`config.mk`:
```
export PLATFORM = sky130hd
export DESIGN_NAME = i2cTop
export DESIGN_NICKNAME = d
export VERILOG_FILES = /design/src/hw/i2cPkg.sv /design/src/hw/i2cApbRegs.sv /design/src/hw/i2cSyncFifo.sv /design/src/hw/i2cClkDiv.sv /design/src/hw/i2cByteEngine.sv /design/src/hw/i2cTop.sv
export SDC_FILE = /design/constraint.sdc
export NUM_CORES = 1
export LEC_CHECK = 0
export BUFFER_PORTS_ARGS = -buffer_cell sky130_fd_sc_hd__buf_2
export CORE_MARGIN = 2
export CORE_UTILIZATION = 50
export DETAILED_ROUTE_END_ITERATION = 7
export PLACE_DENSITY = 0.67
export SYNTH_ARGS = -nofsm -noshare
export SYNTH_HDL_FRONTEND = slang
export SYNTH_SLANG_ARGS = --single-unit
```
`constraint.sdc`:
```
create_clock -name iSysClk -period 6.3 [get_ports iSysClk]
set_input_delay 0.945 -clock iSysClk [delete_from_list [all_inputs] [get_ports iSysClk]]
set_output_delay 0.945 -clock iSysClk [all_outputs]
set_load 0.1 [all_outputs]
```
`src/hw/i2cPkg.sv`:
```
// APB request/response structs, FIFO item structs, register map and field positions
package i2cPkg;

	// --------------------
	// APB bus
	// --------------------
	typedef struct packed {
		logic        psel;
		logic        penable;
		logic        pwrite;
		logic [7:0]  paddr;
		logic [31:0] pwdata;
	} apbReqT;

	typedef struct packed {
		logic        pready;
		logic [31:0] prdata;
		logic        pslverr;
	} apbRspT;

	// --------------------
	// FIFO items
	// --------------------
	typedef struct packed {
		logic       readDir;    // Slave drives this byte
		logic [7:0] data;
	} txItemT;

	typedef struct packed {
		logic [7:0] index;      // Byte position in transaction
		logic [7:0] data;
	} rxItemT;

	// --------------------
	// Register map
	// --------------------
	localparam logic [7:0] regCtrl   = 8'h00;
	localparam logic [7:0] regDiv    = 8'h04;
	localparam logic [7:0] regStatus = 8'h08;
	localparam logic [7:0] regTxData = 8'h0C;
	localparam logic [7:0] regRxData = 8'h10;

	// Control fields
	localparam int ctrlStartBit = 0;
	localparam int ctrlLenLsb   = 8;
	localparam int ctrlIntEnBit = 16;

	// Status fields
	localparam int statBusyBit  = 0;
	localparam int statDoneBit  = 1;    // Sticky, W1C
	localparam int statOvfBit   = 2;    // Sticky, W1C
	localparam int statTxLvlLsb = 8;
	localparam int statRxLvlLsb = 16;

endpackage

```
`src/hw/i2cApbRegs.sv`:
```
// APB slave register block: control, divisor, status, FIFO push/pop and interrupt
`timescale 1ns/1ps

module i2cApbRegs #(
	parameter int fifoDepth = 16
) (
	input  logic                           iSysClk,
	input  logic                           arstN,
	input  i2cPkg::apbReqT                 apbReq,
	output i2cPkg::apbRspT                 apbRsp,
	output logic                           txPush,
	output i2cPkg::txItemT                 txItem,
	input  logic                           txFull,
	input  logic [$clog2(fifoDepth+1)-1:0] txLevel,
	output logic                           rxPop,
	input  i2cPkg::rxItemT                 rxItem,
	input  logic                           rxEmpty,
	input  logic                           rxFull,
	input  logic [$clog2(fifoDepth+1)-1:0] rxLevel,
	output logic                           start,
	output logic [7:0]                     length,
	output logic [15:0]                    divisor,
	input  logic                           busy,
	input  logic                           done,
	output logic                           irq
);
	import i2cPkg::*;

	logic        acc;          // Access phase
	logic        wrAcc;
	logic        rdAcc;
	logic        mapped;
	logic        startErr;     // Start while engine active
	logic        txErr;        // Push into full tx FIFO
	logic        rxErr;        // Pop from empty rx FIFO
	logic        intEn;
	logic        doneS;
	logic        ovfS;
	logic [31:0] rdData;

	// --------------------
	// Transfer decode
	// --------------------
	assign acc   = apbReq.psel & apbReq.penable;
	assign wrAcc = acc & apbReq.pwrite;
	assign rdAcc = acc & ~apbReq.pwrite;

	assign startErr = wrAcc && (apbReq.paddr == regCtrl) && apbReq.pwdata[ctrlStartBit]
		&& (busy || start);
	assign txErr    = wrAcc && (apbReq.paddr == regTxData) && txFull;
	assign rxErr    = rdAcc && (apbReq.paddr == regRxData) && rxEmpty;

	// FIFO strobes, full/empty already filtered here
	assign txPush = wrAcc && (apbReq.paddr == regTxData) && !txFull;
	assign txItem = txItemT'(apbReq.pwdata[8:0]);     // readDir in bit 8
	assign rxPop  = rdAcc && (apbReq.paddr == regRxData) && !rxEmpty;

	// Zero wait states
	assign apbRsp.pready  = acc;
	assign apbRsp.prdata  = rdData;
	assign apbRsp.pslverr = acc && (!mapped || startErr || txErr || rxErr);

	assign irq = doneS & intEn;    // Level while done pending

	// --------------------
	// Read mux
	// --------------------
	always_comb
	begin
		mapped = 1'b1;
		rdData = '0;
		case (apbReq.paddr)
			regCtrl:
				rdData = {15'd0, intEn, length, 7'd0, start};
			regDiv:
				rdData = {16'd0, divisor};
			regStatus:
			begin
				rdData[statBusyBit]               = busy;
				rdData[statDoneBit]               = doneS;
				rdData[statOvfBit]                = ovfS;
				rdData[statTxLvlLsb +: 8]         = 8'(txLevel);
				rdData[statRxLvlLsb +: 8]         = 8'(rxLevel);
			end
			regTxData:
				rdData = '0;                       // Write-only
			regRxData:
				rdData = rxEmpty ? '0 : 32'(rxItem);   // FWFT head, same cycle
			default:
				mapped = 1'b0;
		endcase
	end

	// --------------------
	// Register writes
	// --------------------
	always_ff @(posedge iSysClk or negedge arstN)
	begin
		if (!arstN)
		begin
			start   <= 1'b0;
			length  <= '0;
			intEn   <= 1'b0;
			divisor <= 16'd250;
			doneS   <= 1'b0;
			ovfS    <= 1'b0;
		end
		else
		begin
			start <= 1'b0;                     // One-cycle pulse
			if (wrAcc)
			begin
				case (apbReq.paddr)
					regCtrl:
						if (!startErr)             // Whole write dropped on error
						begin
							intEn  <= apbReq.pwdata[ctrlIntEnBit];
							length <= apbReq.pwdata[ctrlLenLsb +: 8];
							start  <= apbReq.pwdata[ctrlStartBit];
						end
					regDiv:
						divisor <= apbReq.pwdata[15:0];
					regStatus:
					begin
						if (apbReq.pwdata[statDoneBit])
							doneS <= 1'b0;
						if (apbReq.pwdata[statOvfBit])
							ovfS <= 1'b0;
					end
					default: ;
				endcase
			end
			// Sets take priority over W1C
			if (done)
				doneS <= 1'b1;
			if (rxFull)
				ovfS <= 1'b1;
		end
	end

	// Start pulse must only ever reach an idle engine
	aNoStartBusy : assert property (@(posedge iSysClk) disable iff (!arstN)
		start |-> !busy);

endmodule

```
`src/hw/i2cSyncFifo.sv`:
```
// Synchronous first-word-fall-through FIFO, item type set by parameter
`timescale 1ns/1ps

module i2cSyncFifo #(
	parameter int  fifoDepth = 16,
	parameter type itemT     = logic [7:0]
) (
	input  logic                           iSysClk,
	input  logic                           arstN,
	input  logic                           push,
	input  itemT                           pushItem,
	input  logic                           pop,
	output itemT                           popItem,
	output logic                           full,
	output logic                           empty,
	output logic [$clog2(fifoDepth+1)-1:0] level
);

	localparam int ptrW = (fifoDepth > 1) ? $clog2(fifoDepth) : 1;

	itemT            mem [fifoDepth];
	logic [ptrW-1:0] wrPtr;
	logic [ptrW-1:0] rdPtr;

	assign full    = (level == fifoDepth);
	assign empty   = (level == '0);
	assign popItem = mem[rdPtr];       // Head visible without pop

	// Storage, no reset
	always_ff @(posedge iSysClk)
	begin
		if (push)
			mem[wrPtr] <= pushItem;
	end

	// Pointers and count
	always_ff @(posedge iSysClk or negedge arstN)
	begin
		if (!arstN)
		begin
			wrPtr <= '0;
			rdPtr <= '0;
			level <= '0;
		end
		else
		begin
			if (push)
				wrPtr <= (wrPtr == ptrW'(fifoDepth - 1)) ? '0 : wrPtr + 1'b1;
			if (pop)
				rdPtr <= (rdPtr == ptrW'(fifoDepth - 1)) ? '0 : rdPtr + 1'b1;
			case ({push, pop})
				2'b10:   level <= level + 1'b1;
				2'b01:   level <= level - 1'b1;
				default: level <= level;
			endcase
		end
	end

	// Callers filter full/empty upstream
	aNoPushFull : assert property (@(posedge iSysClk) disable iff (!arstN)
		push |-> !full);
	aNoPopEmpty : assert property (@(posedge iSysClk) disable iff (!arstN)
		pop |-> !empty);

endmodule

```
`src/hw/i2cClkDiv.sv`:
```
// Programmable divider producing the SCL edge enable
`timescale 1ns/1ps

module i2cClkDiv (
	input  logic        iSysClk,
	input  logic        arstN,
	input  logic        run,
	input  logic [15:0] divisor,
	output logic        tick
);

	logic [15:0] cnt;
	logic        wrap;

	// Period of divisor cycles, 0 and 1 both give every cycle
	assign wrap = ({1'b0, cnt} + 17'd1) >= {1'b0, divisor};

	always_ff @(posedge iSysClk or negedge arstN)
	begin
		if (!arstN)
		begin
			cnt  <= '0;
			tick <= 1'b0;
		end
		else if (!run)
		begin
			cnt  <= '0;                    // Idle, restart full period
			tick <= 1'b0;
		end
		else
		begin
			tick <= wrap;
			cnt  <= wrap ? '0 : cnt + 1'b1;
		end
	end

endmodule

```
`src/hw/i2cByteEngine.sv`:
```
// I2C byte engine: START/STOP sequencing, bit timing, SDA hold, byte counting
`timescale 1ns/1ps

module i2cByteEngine #(
	parameter int sdaHoldCyc  = 35,
	parameter int stopHoldCyc = 250
) (
	input  logic           iSysClk,
	input  logic           arstN,
	input  logic           tick,
	input  logic           start,
	input  logic [7:0]     length,
	input  i2cPkg::txItemT txItem,
	input  logic           txEmpty,
	output logic           txPop,
	output logic           rxPush,
	output i2cPkg::rxItemT rxItem,
	output logic           busy,
	output logic           done,
	output logic           scl,
	output logic           sdaOe,
	input  logic           sda
);
	import i2cPkg::*;

	localparam int holdW = $clog2(sdaHoldCyc + 1);
	localparam int stopW = $clog2(stopHoldCyc + 1);

	typedef enum logic [2:0] {
		stIdle,
		stStart,
		stData,
		stStop,
		stStopHold
	} stateT;

	stateT            state;
	logic             sclR;
	logic             sdaOeR;             // 1 = SDA pulled low
	logic [3:0]       slotCnt;            // 0..7 data, 8 ACK
	logic [7:0]       byteCnt;
	logic [7:0]       lenR;
	logic [holdW-1:0] holdCnt;
	logic [stopW-1:0] stopCnt;
	logic [7:0]       shiftRx;
	txItemT           curItem;
	logic             sdaUpd;
	logic             sclRise;
	logic             lastSlot;
	logic             lastByte;
	logic             slotPull;

	// --------------------
	// Slot decode
	// --------------------
	// Empty tx FIFO falls back to a 0xFF write byte
	assign curItem  = txEmpty ? txItemT'{readDir: 1'b0, data: 8'hFF} : txItem;
	assign lastSlot = (slotCnt == 4'd8);
	assign lastByte = ((byteCnt + 8'd1) == lenR);
	assign sdaUpd   = (holdCnt == holdW'(1));     // Hold expires next edge
	assign sclRise  = tick && !sclR && (holdCnt == '0)
		&& ((state == stData) || (state == stStop));

	always_comb
	begin
		if (lastSlot)
			slotPull = curItem.readDir;            // Master ACK on read bytes
		else
			slotPull = !curItem.readDir && !curItem.data[3'd7 - slotCnt[2:0]];   // MSB first
	end

	assign busy  = (state != stIdle);
	assign scl   = sclR;
	assign sdaOe = sdaOeR;

	// --------------------
	// Control FSM
	// --------------------
	always_ff @(posedge iSysClk or negedge arstN)
	begin
		if (!arstN)
		begin
			state   <= stIdle;
			sclR    <= 1'b1;
			sdaOeR  <= 1'b0;
			slotCnt <= '0;
			byteCnt <= '0;
			lenR    <= '0;
			holdCnt <= '0;
			stopCnt <= '0;
			txPop   <= 1'b0;
			rxPush  <= 1'b0;
			done    <= 1'b0;
		end
		else
		begin
			txPop  <= 1'b0;
			rxPush <= 1'b0;
			done   <= 1'b0;
			if (holdCnt != '0)
				holdCnt <= holdCnt - 1'b1;
			case (state)
				stIdle:
					if (start)
					begin
						state   <= stStart;
						sdaOeR  <= 1'b1;           // START, SDA falls with SCL high
						lenR    <= length;
						byteCnt <= '0;
						slotCnt <= '0;
					end
				stStart:
					if (tick)
					begin
						sclR    <= 1'b0;
						holdCnt <= holdW'(sdaHoldCyc);
						state   <= stData;
					end
				stData:
				begin
					if (sdaUpd)
						sdaOeR <= slotPull;
					if (sclRise)
					begin
						sclR <= 1'b1;
						rxPush <= curItem.readDir && lastSlot;   // Push at ACK slot
					end
					else if (tick && sclR)
					begin
						sclR    <= 1'b0;
						holdCnt <= holdW'(sdaHoldCyc);
						if (lastSlot)
						begin
							slotCnt <= '0;
							byteCnt <= byteCnt + 1'b1;
							txPop   <= !txEmpty;
							if (lastByte)
								state <= stStop;
						end
						else
							slotCnt <= slotCnt + 1'b1;
					end
				end
				stStop:
				begin
					if (sdaUpd)
						sdaOeR <= 1'b1;            // Low ahead of STOP
					if (sclRise)
						sclR <= 1'b1;
					else if (tick && sclR)
					begin
						sdaOeR  <= 1'b0;           // STOP, SDA rises with SCL high
						stopCnt <= '0;
						state   <= stStopHold;
					end
				end
				stStopHold:
					if (stopCnt == stopW'(stopHoldCyc - 1))
					begin
						done  <= 1'b1;
						state <= stIdle;
					end
					else
						stopCnt <= stopCnt + 1'b1;
				default:
					state <= stIdle;
			endcase
		end
	end

	// --------------------
	// Receive datapath
	// --------------------
	always_ff @(posedge iSysClk)
	begin
		if (sclRise && (state == stData) && curItem.readDir)
		begin
			if (!lastSlot)
				shiftRx <= {shiftRx[6:0], sda};    // Sample on SCL rise
			else
				rxItem <= '{index: byteCnt, data: shiftRx};
		end
	end

	// SDA only moves under high SCL at START or STOP
	aSdaStable : assert property (@(posedge iSysClk) disable iff (!arstN)
		(sclR && $past(sclR) && (sdaOeR != $past(sdaOeR)))
			|-> ((state == stStart) || (state == stStopHold)));

endmodule

```
`src/hw/i2cTop.sv`:
```
// I2C master top: register block, tx/rx FIFOs, clock divider and byte engine
`timescale 1ns/1ps

module i2cTop #(
	parameter int fifoDepth   = 16,
	parameter int sdaHoldCyc  = 35,
	parameter int stopHoldCyc = 250
) (
	input  logic           iSysClk,
	input  logic           arstN,
	input  i2cPkg::apbReqT apbReq,
	output i2cPkg::apbRspT apbRsp,
	output logic           irq,
	output logic           scl,
	output logic           sdaOe,
	input  logic           sda
);
	import i2cPkg::*;

	localparam int lvlW = $clog2(fifoDepth + 1);

	// --------------------
	// Interconnect
	// --------------------
	txItemT            txPushItem;
	txItemT            txHead;
	rxItemT            rxPushItem;
	rxItemT            rxHead;
	logic              txPush;
	logic              txPop;
	logic              txFull;
	logic              txEmpty;
	logic [lvlW-1:0]   txLevel;
	logic              rxPush;
	logic              rxPushOk;     // Dropped when rx FIFO full
	logic              rxPop;
	logic              rxFull;
	logic              rxEmpty;
	logic [lvlW-1:0]   rxLevel;
	logic              start;
	logic [7:0]        length;
	logic [15:0]       divisor;
	logic              busy;
	logic              done;
	logic              tick;

	assign rxPushOk = rxPush & ~rxFull;

	i2cApbRegs #(
		.fifoDepth (fifoDepth)
	) i_i2cApbRegs (
		.iSysClk (iSysClk),
		.arstN   (arstN),
		.apbReq  (apbReq),
		.apbRsp  (apbRsp),
		.txPush  (txPush),
		.txItem  (txPushItem),
		.txFull  (txFull),
		.txLevel (txLevel),
		.rxPop   (rxPop),
		.rxItem  (rxHead),
		.rxEmpty (rxEmpty),
		.rxFull  (rxFull),
		.rxLevel (rxLevel),
		.start   (start),
		.length  (length),
		.divisor (divisor),
		.busy    (busy),
		.done    (done),
		.irq     (irq)
	);

	i2cSyncFifo #(
		.fifoDepth (fifoDepth),
		.itemT     (txItemT)
	) i_txFifo (
		.iSysClk  (iSysClk),
		.arstN    (arstN),
		.push     (txPush),
		.pushItem (txPushItem),
		.pop      (txPop),
		.popItem  (txHead),
		.full     (txFull),
		.empty    (txEmpty),
		.level    (txLevel)
	);

	i2cSyncFifo #(
		.fifoDepth (fifoDepth),
		.itemT     (rxItemT)
	) i_rxFifo (
		.iSysClk  (iSysClk),
		.arstN    (arstN),
		.push     (rxPushOk),
		.pushItem (rxPushItem),
		.pop      (rxPop),
		.popItem  (rxHead),
		.full     (rxFull),
		.empty    (rxEmpty),
		.level    (rxLevel)
	);

	// Divider paced by engine activity
	i2cClkDiv i_i2cClkDiv (
		.iSysClk (iSysClk),
		.arstN   (arstN),
		.run     (busy),
		.divisor (divisor),
		.tick    (tick)
	);

	i2cByteEngine #(
		.sdaHoldCyc  (sdaHoldCyc),
		.stopHoldCyc (stopHoldCyc)
	) i_i2cByteEngine (
		.iSysClk (iSysClk),
		.arstN   (arstN),
		.tick    (tick),
		.start   (start),
		.length  (length),
		.txItem  (txHead),
		.txEmpty (txEmpty),
		.txPop   (txPop),
		.rxPush  (rxPush),
		.rxItem  (rxPushItem),
		.busy    (busy),
		.done    (done),
		.scl     (scl),
		.sdaOe   (sdaOe),
		.sda     (sda)
	);

endmodule

```
* Word level (Yosys, flattened, before mapping)
Memory sizes are Yosys's and may differ from the RTL's.
Cells that the tools add are included.
** Storage, ports and cells
- RAM bits :: 400
- Output and inout bits :: 37
- Register bits after elaboration :: 137
- Memories :: 2
- Word-level logic and storage cells :: 236
- Bits of input ports :: 46
** Cells by class
- Eq/ne operators :: 35
- $lt $le $gt $ge :: 2
- Mux-type cells :: 82
- Reductions and logical operators :: 63
- Bitwise logic cells :: 9
- Add/sub/neg operators :: 15
** Memories
- i_rxFifo.mem :: words 16, bits a word 16, read ports 1, clocked after Yosys merged registers in 0, wr ports 1, RTL line i2cSyncFifo.sv:21 : itemT mem [fifoDepth];
- i_txFifo.mem :: words 16, bits a word 9, read ports 1, clocked after Yosys merged registers in 0, wr ports 1, RTL line i2cSyncFifo.sv:21
** Operator list (number)
- 2-to-1 mux 8 bit :: 8
- case mux 16 bit (4 select lines) :: 1
- 2-to-1 mux 16 bit :: 3
- 2-to-1 mux 1 bit :: 36
- 2-to-1 mux 4 bit :: 8
- case mux 8 bit (2 select lines) :: 2
- case mux 5 bit (2 select lines) :: 3
- 2-to-1 mux 3 bit :: 9
- 2-to-1 mux 6 bit :: 4
- adder 4 x 1 -> 4 bit (second input constant) :: 5
- equality test 4 bit (second input constant) :: 5
- nonzero test 2 bit :: 10
- logical AND 1 bit :: 18
- adder 16 x 1 -> 17 bit (second input constant) :: 1
- greater-or-equal comparator 17 x 16 -> 1 bit :: 1
- adder 16 x 1 -> 16 bit (second input constant) :: 1
- adder 8 x 1 -> 8 bit (second input constant) :: 2
- equality test 8 x 4 -> 1 bit (second input constant) :: 2
- case mux 3 bit (5 select lines) :: 1
- != test 2 x 1 -> 1 bit (second input constant) :: 6
- != test 2 bit (second input constant) :: 6
- case mux 3 bit (4 select lines) :: 1
- case mux 6 bit (2 select lines) :: 1
- AND reduction 3 bit :: 4
- other kinds (36) :: 68

* Logic depth before layout (Yosys ltp)
Gate-level depths: netlist of the first run.
- Depth after elaboration :: 9
- Gate-level depth with buffers :: 14
- Mapped depth without buffers :: 13

* Hierarchy
Synthesis of the first run repeated with hierarchy kept, for this count alone.
** Second synthesis, totals
- Cell total of the unflattened synthesis :: 1389
- Area, all modules :: 23157.2 µm²
** By module, submodules not included
- i2cSyncFifo (i_rxFifo) :: cells each 499, area each 10485.1 µm², sequential area each 8012.7 µm², instances 1
- i2cSyncFifo (i_txFifo) :: cells each 322, area each 6264.8 µm², sequential area each 4649.5 µm², instances 1
- i2cByteEngine :: cells each 268, area each 3210.6 µm², sequential area each 1773.0 µm², instances 1
- i2cApbRegs :: cells each 163, area each 1843.0 µm², sequential area each 708.2 µm², instances 1
- i2cClkDiv :: cells each 136, area each 1340.0 µm², sequential area each 425.4 µm², instances 1
- i2cTop :: cells each 1, area each 13.8 µm², sequential area each 0.0 µm², instances 1

* Worst setup path after synthesis of the first run
OpenSTA, ideal clock, no wires.
- Kind :: input port to output port
- Start point :: in apbReq[33] (netlist name)
- End point :: out apbRsp[11] (netlist name)
- Path slack :: 1.327 ns
- Stages :: 4
- Arrival :: 4.028 ns
- Buffers on the path :: 1
- Required time :: 5.355 ns
- Cells stage by stage :: nor4_1 nand4_1 clkbuf_1 o21ai_0
** RTL lines
- start: declaration :: RTL line i2cTop.sv:11 : input i2cPkg::apbReqT apbReq,
- end: declaration :: RTL line i2cTop.sv:12 : output i2cPkg::apbRspT apbRsp,

==> results of run 1 <==
-- registers in the layout (all words and copies together), names as in the netlist, 3 cells and up --
register and count:
i_txFifo.level 5, i_i2cByteEngine.rxItem 16, i_txFifo.wrPtr 4, i_i2cByteEngine.lenR 8, i_i2cApbRegs.length 8, i_i2cClkDiv.cnt 16, i_txFifo.mem 144, i_i2cByteEngine.shiftRx 8
i_rxFifo.rdPtr 4, i_rxFifo.mem 256, i_i2cApbRegs.divisor 16, i_i2cByteEngine.holdCnt 6, i_i2cByteEngine.stopCnt 8, i_i2cByteEngine.state 3, i_i2cByteEngine.byteCnt 8, i_rxFifo.level 5
i_rxFifo.wrPtr 4, i_txFifo.rdPtr 4, i_i2cByteEngine.slotCnt 4
-- critical path: stages, from the launching register on --
cell and delay (ns):
dfrtp_4 0.88, buf_4 0.40, mux4_2 0.53, mux4_2 0.48, inv_1 0.14, o21ai_0 0.20, buf_2 0.37
-- logic make-up after synthesis --
group / after synthesis / share of synthesized area [%]
other: 1 / 0.0165
AO/OA/AOI/OAI: 145 / 4.07
flip-flops: 537 / 68.6
multiplexers: 170 / 14.2
buffers and inverters: 129 / 2.48
AND/OR/NAND/NOR: 288 / 6.29
adder cells (fa/ha/maj): 45 / 2.55
XOR/XNOR: 45 / 1.74
-- cell usage in the layout, fill, tap and decap left out, types with 7 or more instances in the layout --
cell type / Yosys / layout
edfxtp_1: 424 / 424
mux4_2: 108 / 108
dfrtp_1: 106 / 103
nand2_1: 69 / 69
o21ai_0: 60 / 60
inv_1: 59 / 59
buf_2: 13 / 55
clkbuf_16: 0 / 54
nor2_1: 64 / 52
nand3_1: 45 / 45
ha_1: 43 / 43
mux2_2: 40 / 40
buf_4: 14 / 33
xnor2_1: 30 / 30
a21oi_1: 26 / 26
and2_1: 24 / 24
nand4_1: 15 / 15
xor2_1: 15 / 15
mux2i_1: 14 / 14
clkbuf_1: 33 / 14
a21o_1: 12 / 12
nor2_2: 0 / 12
nor3_1: 15 / 11
and3_1: 11 / 11
conb_1: 1 / 11
clkinv_1: 0 / 11
nor4_1: 10 / 10
or3_1: 9 / 9
mux4_1: 8 / 8
clkinv_2: 0 / 8
nand2b_1: 7 / 7
dfstp_2: 7 / 7
-- power by group through the flow --
| stage | combinational, mW | sequential [mW] | clock [mW] |
|---|---|---|---|
| detailed placement | 0.429 | 3.98 | 0 |
| global route | 0.477 | 3.92 | 3.30 |
| CTS | 0.429 | 3.91 | 3.15 |
| global placement | 0.420 | 3.98 | 0 |
| floorplan | 0.294 | 3.98 | 0 |
| finish | 0.429 | 3.91 | 3.10 |
-- worst paths after layout --
kind	startpoint	endpoint	slack [ns]	cells past startpoint
max	i_rxFifo.rdPtr[0]$_DFFE_PN0P_	apbRsp[1]	1.71	6
min	arstN	i_txFifo.wrPtr[0]$_DFFE_PN0P_	0.31	1
max reg2reg	i_i2cClkDiv.cnt[2]$_DFF_PN0_	i_i2cClkDiv.cnt[2]$_DFF_PN0_	2.93	14
min reg2reg	i_i2cByteEngine.done$_DFF_PN0_	i_i2cApbRegs.doneS$_DFFE_PN0P_	0.43	1
max in group asynchronous	arstN	i_rxFifo.rdPtr[0]$_DFFE_PN0P_	4.51	2
min in group iSysClk	i_i2cByteEngine.done$_DFF_PN0_	i_i2cApbRegs.doneS$_DFFE_PN0P_	0.43	1
-- cell usage after synthesis (24+ instances only) --
| cell type | count | area [um2] |
|---|---|---|
| dfrtp_1 | 106 | 2650 |
| o21ai_0 | 60 | 300 |
| xnor2_1 | 30 | 263 |
| inv_1 | 59 | 221 |
| nand3_1 | 45 | 225 |
| nor2_1 | 64 | 240 |
| and2_1 | 24 | 150 |
| mux4_2 | 108 | 2430 |
| edfxtp_1 | 424 | 12700 |
| clkbuf_1 | 33 | 124 |
| mux2_2 | 40 | 450 |
| ha_1 | 43 | 538 |
| a21oi_1 | 26 | 130 |
| nand2_1 | 69 | 259 |
-- metrics by stage --
| stage | hold slack, ns | util [%] | worst slack [ns] |
|---|---|---|---|
| floorplan | 0.400 | - | 1.33 |
| global placement | 0.413 | 52.6 | 1.82 |
| detailed placement | 0.420 | 52.6 | 1.76 |
| CTS | 0.315 | 56.4 | 1.61 |
| global route | 0.325 | 56.4 | 1.48 |
| finish | 0.312 | 56.4 | 1.71 |
-- layout make-up --
type	count	area (um2)	share of cell area, %
Sequential cell	537	15600	61.2
Multi-Input combinational cell	704	6650	26.1
Clock buffer	71	1450	5.68
Tap cell	600	751	2.95
Timing Repair Buffer	88	523	2.06
Clock inverter	29	268	1.05
Inverter	60	225	0.886
-- routing by layer --
layer  global-route usage [%]  share of wire, %  vias up
li1                         -                 -     5454
met1                     31.2                44     6391
met2                     33.9                47      399
met3                     3.96               6.3       84
met4                     5.91               2.4        0
met5                        0                 0        -
==> flow_summary.toml, run 1 <==
[grt]
grt_max_degree = 78
antenna_found_initial = 0
grt_pass1_vias = 12300
grt_use_total_pct = 21.5
grt_pass1_wl_mm = 75.2
grt_overflow = 0

[finish]
design_area_um2 = 25400
areaGrowthSynthToFinish_pct = 12.1
drive_gt1_share_pct = 23.0
final_cells = 2089
fillCellCount = 3493
diodes = 0
nets = 1535

[worst_hold_path]
hold_path.class = "in2async"

[floorplanning]
start_util_pct = 50.3
fp.coreArea_um2 = 45100
io_pins = 83
fp.dieW_um = 217
die_area_um2 = 47100
dieHeight_um = 217
fp-row-count = 78

[timing]
slew_headroom_pct = 28.9
drv_slew = 0
rsz0062_at_grt = "false"
setup_viol = 0
timing.setup.tns_ns = 0
hold_violations = 0
period_minus_slack_ns = 4.59
fin_crit_sh_pct = 72.8
skew_ns = 0.0288
worst_pin_slew_ns = 1.06
max_freq_mhz = 218

[route]
drt_iter0_markers = 1109
vias = 12300
first_pass_iters = 8
drt_wl_total_mm = 49.6
drt-wirelength-per-cell_um = 23.7
drc = 0
ant_nets = 0
via_per_inst = 5.90

[status]
status = "finished clean"

[power]
p_leak_nw = 9.25
pwr-share-seq_pct = 52.6
power_density_nw_per_um2 = 293
p_comb_share_pct = 5.8
p_clk_share_pct = 41.7
p_int_mw = 5.76
switching_power_mw = 1.68
p_total_mw = 7.44
vdd_drop_max_uv = 245
p_sw_share_pct = 22.6

[clock_tree]
cts.sinks = 537
postCtsSetupBuffers = 0
clk_path_buf_depth = 3
cts_buffers = 53
cts_tree = "built"
post_cts_resized = 0
cts-htree-levels = 2
cts-root-buf = "clkbuf_16"
clk_pin_slew_worst_paths_ns = 0.07
clkLatencyLatePin_ns = 0.60
ctsHoldBuffers = 0

[setup_path]
path_max_fanout = 36
endpoint_kind = "primary output"
cp-start-kind = "flip-flop"
arrival_ns = 3.64
cp_data_required_time_ns = 5.35
path_class = "reg2out"

[placement]
gp_congestion = 0.817
dp_cells = 1989
dp_hpwl_mm = 31.2
port-buffer-count = 56
place_area_um2 = 23700

[synthesis]
ys.warnings.count = 0
synth_cell_types = 63
ys_ff_latch = 537
syn_area_um2 = 22700
yosysSeqAreaShare_pct = 68.6
synthArstFlopShare_pct = 21.0
synth.avg_cell_area_um2 = 16.7
netlist_instances = 1360
synth_edf_count = 424
ys.flop_type = "edfxtp_1"

[flow_run]
cap_violations = 0
Note: power is estimated with default switching activity, not from simulation.
==> inputs of run 2 (changes only) <==
Settings changed: PLACE_DENSITY 0.67 to 0.69.
Clock period 6.3 ns to 3.95 ns, I/O delays scaled along.
==> run 2 against run 1 <==
Net effect: clock power is 56% higher; total power is 58% higher; die area stayed put; via count is 0.67% higher; wire length is 1.4% higher; critical path depth stayed put; register-to-register slack worse by 2.3 ns; clock skew is 0.0039 ns lower; sequential power is 60% higher; count of clock-buffer cells in the layout is 7 lower; global-route usage is 0.35 points higher; sequential share of layout area is 0.65 points lower; largest cell class unchanged; largest power group unchanged; highest routed layer unchanged.
==> flow_summary.toml, run 2 (synthesis results as in run 1) <==
[route]
ant_nets = 0
first_pass_iters = 5
via_per_inst = 5.90
drt_iter0_markers = 1357
vias = 12400
drt_wl_total_mm = 50.2
drt-wirelength-per-cell_um = 23.9
drc = 0

[setup_path]
reg2regPathDepth = 14
cp_data_required_time_ns = 3.36
arrival_ns = 3.16
path_max_fanout = 19
endpoint_kind = "primary output"
cp-start-kind = "flip-flop"
path_class = "reg2out"
cp-startpoint = "i_rxFifo.rdPtr[1]$_DFFE_PN0P_"
reg2reg_from = "i_i2cClkDiv.cnt[2]$_DFF_PN0_"

[power]
p_sw_share_pct = 23.0
p_total_mw = 11.8
vdd_drop_max_uv = 406
pwr-share-seq_pct = 52.9
power_density_nw_per_um2 = 458
p_int_mw = 9.07
p_comb_share_pct = 5.9
p_leak_nw = 9.36
p_clk_share_pct = 41.2
switching_power_mw = 2.71

[floorplanning]
io_pins = 83
fp.dieW_um = 217
die_area_um2 = 47100
dieHeight_um = 217
fp.coreArea_um2 = 45100
fp-row-count = 78
start_util_pct = 50.3

[finish]
drive_gt1_share_pct = 23.5
largest_register_ffs = 256
largestRegisters = "i_rxFifo.mem (256), i_txFifo.mem (144)"
nets = 1553
regMostFlops = "i_rxFifo.mem"
areaGrowthSynthToFinish_pct = 13.3
diodes = 0
final_cell_mix = "edfxtp_1, mux4_2, dfrtp_1, nand2_1, o21ai_0"
final_common_cell = "edfxtp_1"
design_area_um2 = 25700

[placement]
port-buffer-count = 56
dp_hpwl_mm = 31.5
gp_congestion = 0.834
place_area_um2 = 24000

[clock_tree]
cts.sinks = 537
ctsHoldBuffers = 0
clk_path_buf_depth = 3
clkLatencyLatePin_ns = 0.61
clk_pin_slew_worst_paths_ns = 0.06
cts_tree = "built"
cts-root-buf = "clkbuf_16"
cts_buffers = 54
cts-htree-levels = 2

[timing]
setup_viol = 0
slew_headroom_pct = 29.5
drv_slew = 0
skew_ns = 0.0249
hold_violations = 0
max_freq_mhz = 266
period_minus_slack_ns = 3.75
worst_pin_slew_ns = 1.05
rsz0062_at_grt = "false"
whs_ns = 0.0365
fin_crit_sh_pct = 95.0

[grt]
grt_use_total_pct = 21.9
grt_overflow = 0
grt_pass1_wl_mm = 76.7
grt_pass1_vias = 12600
antenna_found_initial = 0
grt_max_degree = 52

[worst_hold_path]
hold_path.class = "in2async"

[status]
status = "finished clean"

[flow_run]
cap_violations = 0
[run 2: changes by cell type in the layout (fill, tap and decap cells not counted)]
| cell | delta |
|---|---|
| clkbuf_1 | -4 |
| clkbuf_8 | -3 |
| inv_6 | +3 |
| buf_2 | -10 |
| clkinv_16 | +1 |
| clkinv_8 | -1 |
| bufinv_16 | -1 |
| clkinv_4 | +1 |
| clkinv_2 | -3 |
| buf_4 | +14 |
| clkinv_1 | +9 |
| clkinvlp_4 | -3 |
| buf_12 | +13 |
[run 2: power groups by stage]
stage / sequential [mW] / combinational [mW] / clock (mW)
6_report: 6.24 / 0.690 / 4.85
5_1_grt: 6.25 / 0.777 / 5.14
4_1_cts: 6.23 / 0.690 / 4.93
3_5_place_dp: 6.35 / 0.688 / 0
3_3_place_gp: 6.34 / 0.661 / 0
2_1_floorplan: 6.36 / 0.469 / 0
[run 2: metrics by stage]
| stage | TNS, ns | utilization, % | std cells | setup WS, ns |
|---|---|---|---|---|
| final | 0 | 57.0 | 2105 | 0.197 |
| after global routing | 0 | 57.0 | 2105 | 0.125 |
| after CTS | 0 | 56.9 | 2099 | 0.0587 |
| after floorplan | -4.95 | - | 1370 | -0.318 |
| after global placement | 0 | 53.2 | 2000 | 0.523 |
| after detailed placement | 0 | 53.2 | 2000 | 0.456 |
[run 2: cell type report]
type                    instances  area, um2
clock buffers                  64       1390
clock inverters                35        283
fillers                      3495      19400
inverters                      60        225
multi-input cells             704       6650
flip-flops and latches        537      15600
well taps                     600        751
repair buffers                105        838
[run 2: worst paths after layout]
| check | to | slack [ns] |
|---|---|---|
| worst max-delay path | apbRsp[9] | 0.20 |
| worst min-delay path | i_i2cByteEngine.holdCnt[4]$_DFF_PN0_ | 0.04 |
| worst max register to register | i_i2cClkDiv.cnt[10]$_DFF_PN0_ | 0.60 |
| worst min register to register | i_i2cByteEngine.rxItem[7]$_DFFE_PP_ | 0.44 |
| max in group asynchronous | i_i2cApbRegs.divisor[5]$_DFFE_PN1P_ | 2.98 |
| min in group iSysClk | i_i2cByteEngine.shiftRx[0]$_DFFE_PP_ | 0.19 |
[run 2: per-layer routing]
layer | vias up | wire length, um | part of all wire [%] | track usage, %
met2 | 445 | 23700 | 47 | 34.5
met5 | - | 0 | 0 | 0
met4 | 0 | 1120 | 2.2 | 6.14
met1 | 6405 | 21800 | 43 | 32.2
met3 | 79 | 3560 | 7.1 | 3.14
li1 | 5481 | - | - | -
[run 2: what timing repair did]
| action | in CTS | in global routing |
|---|---|---|
| gates resized for setup | 0 | 0 |
| setup buffers | 0 | 6 |
| endpoints found under the setup margin | 0 | 1 |
[run 2: worst max-delay path, cell delays in order (launching register included)]
cell and delay [ns]:
dfrtp_2 0.70, buf_4 0.35, mux4_2 0.34, mux4_2 0.51
inv_1 0.09, o21ai_0 0.26, buf_12 0.28
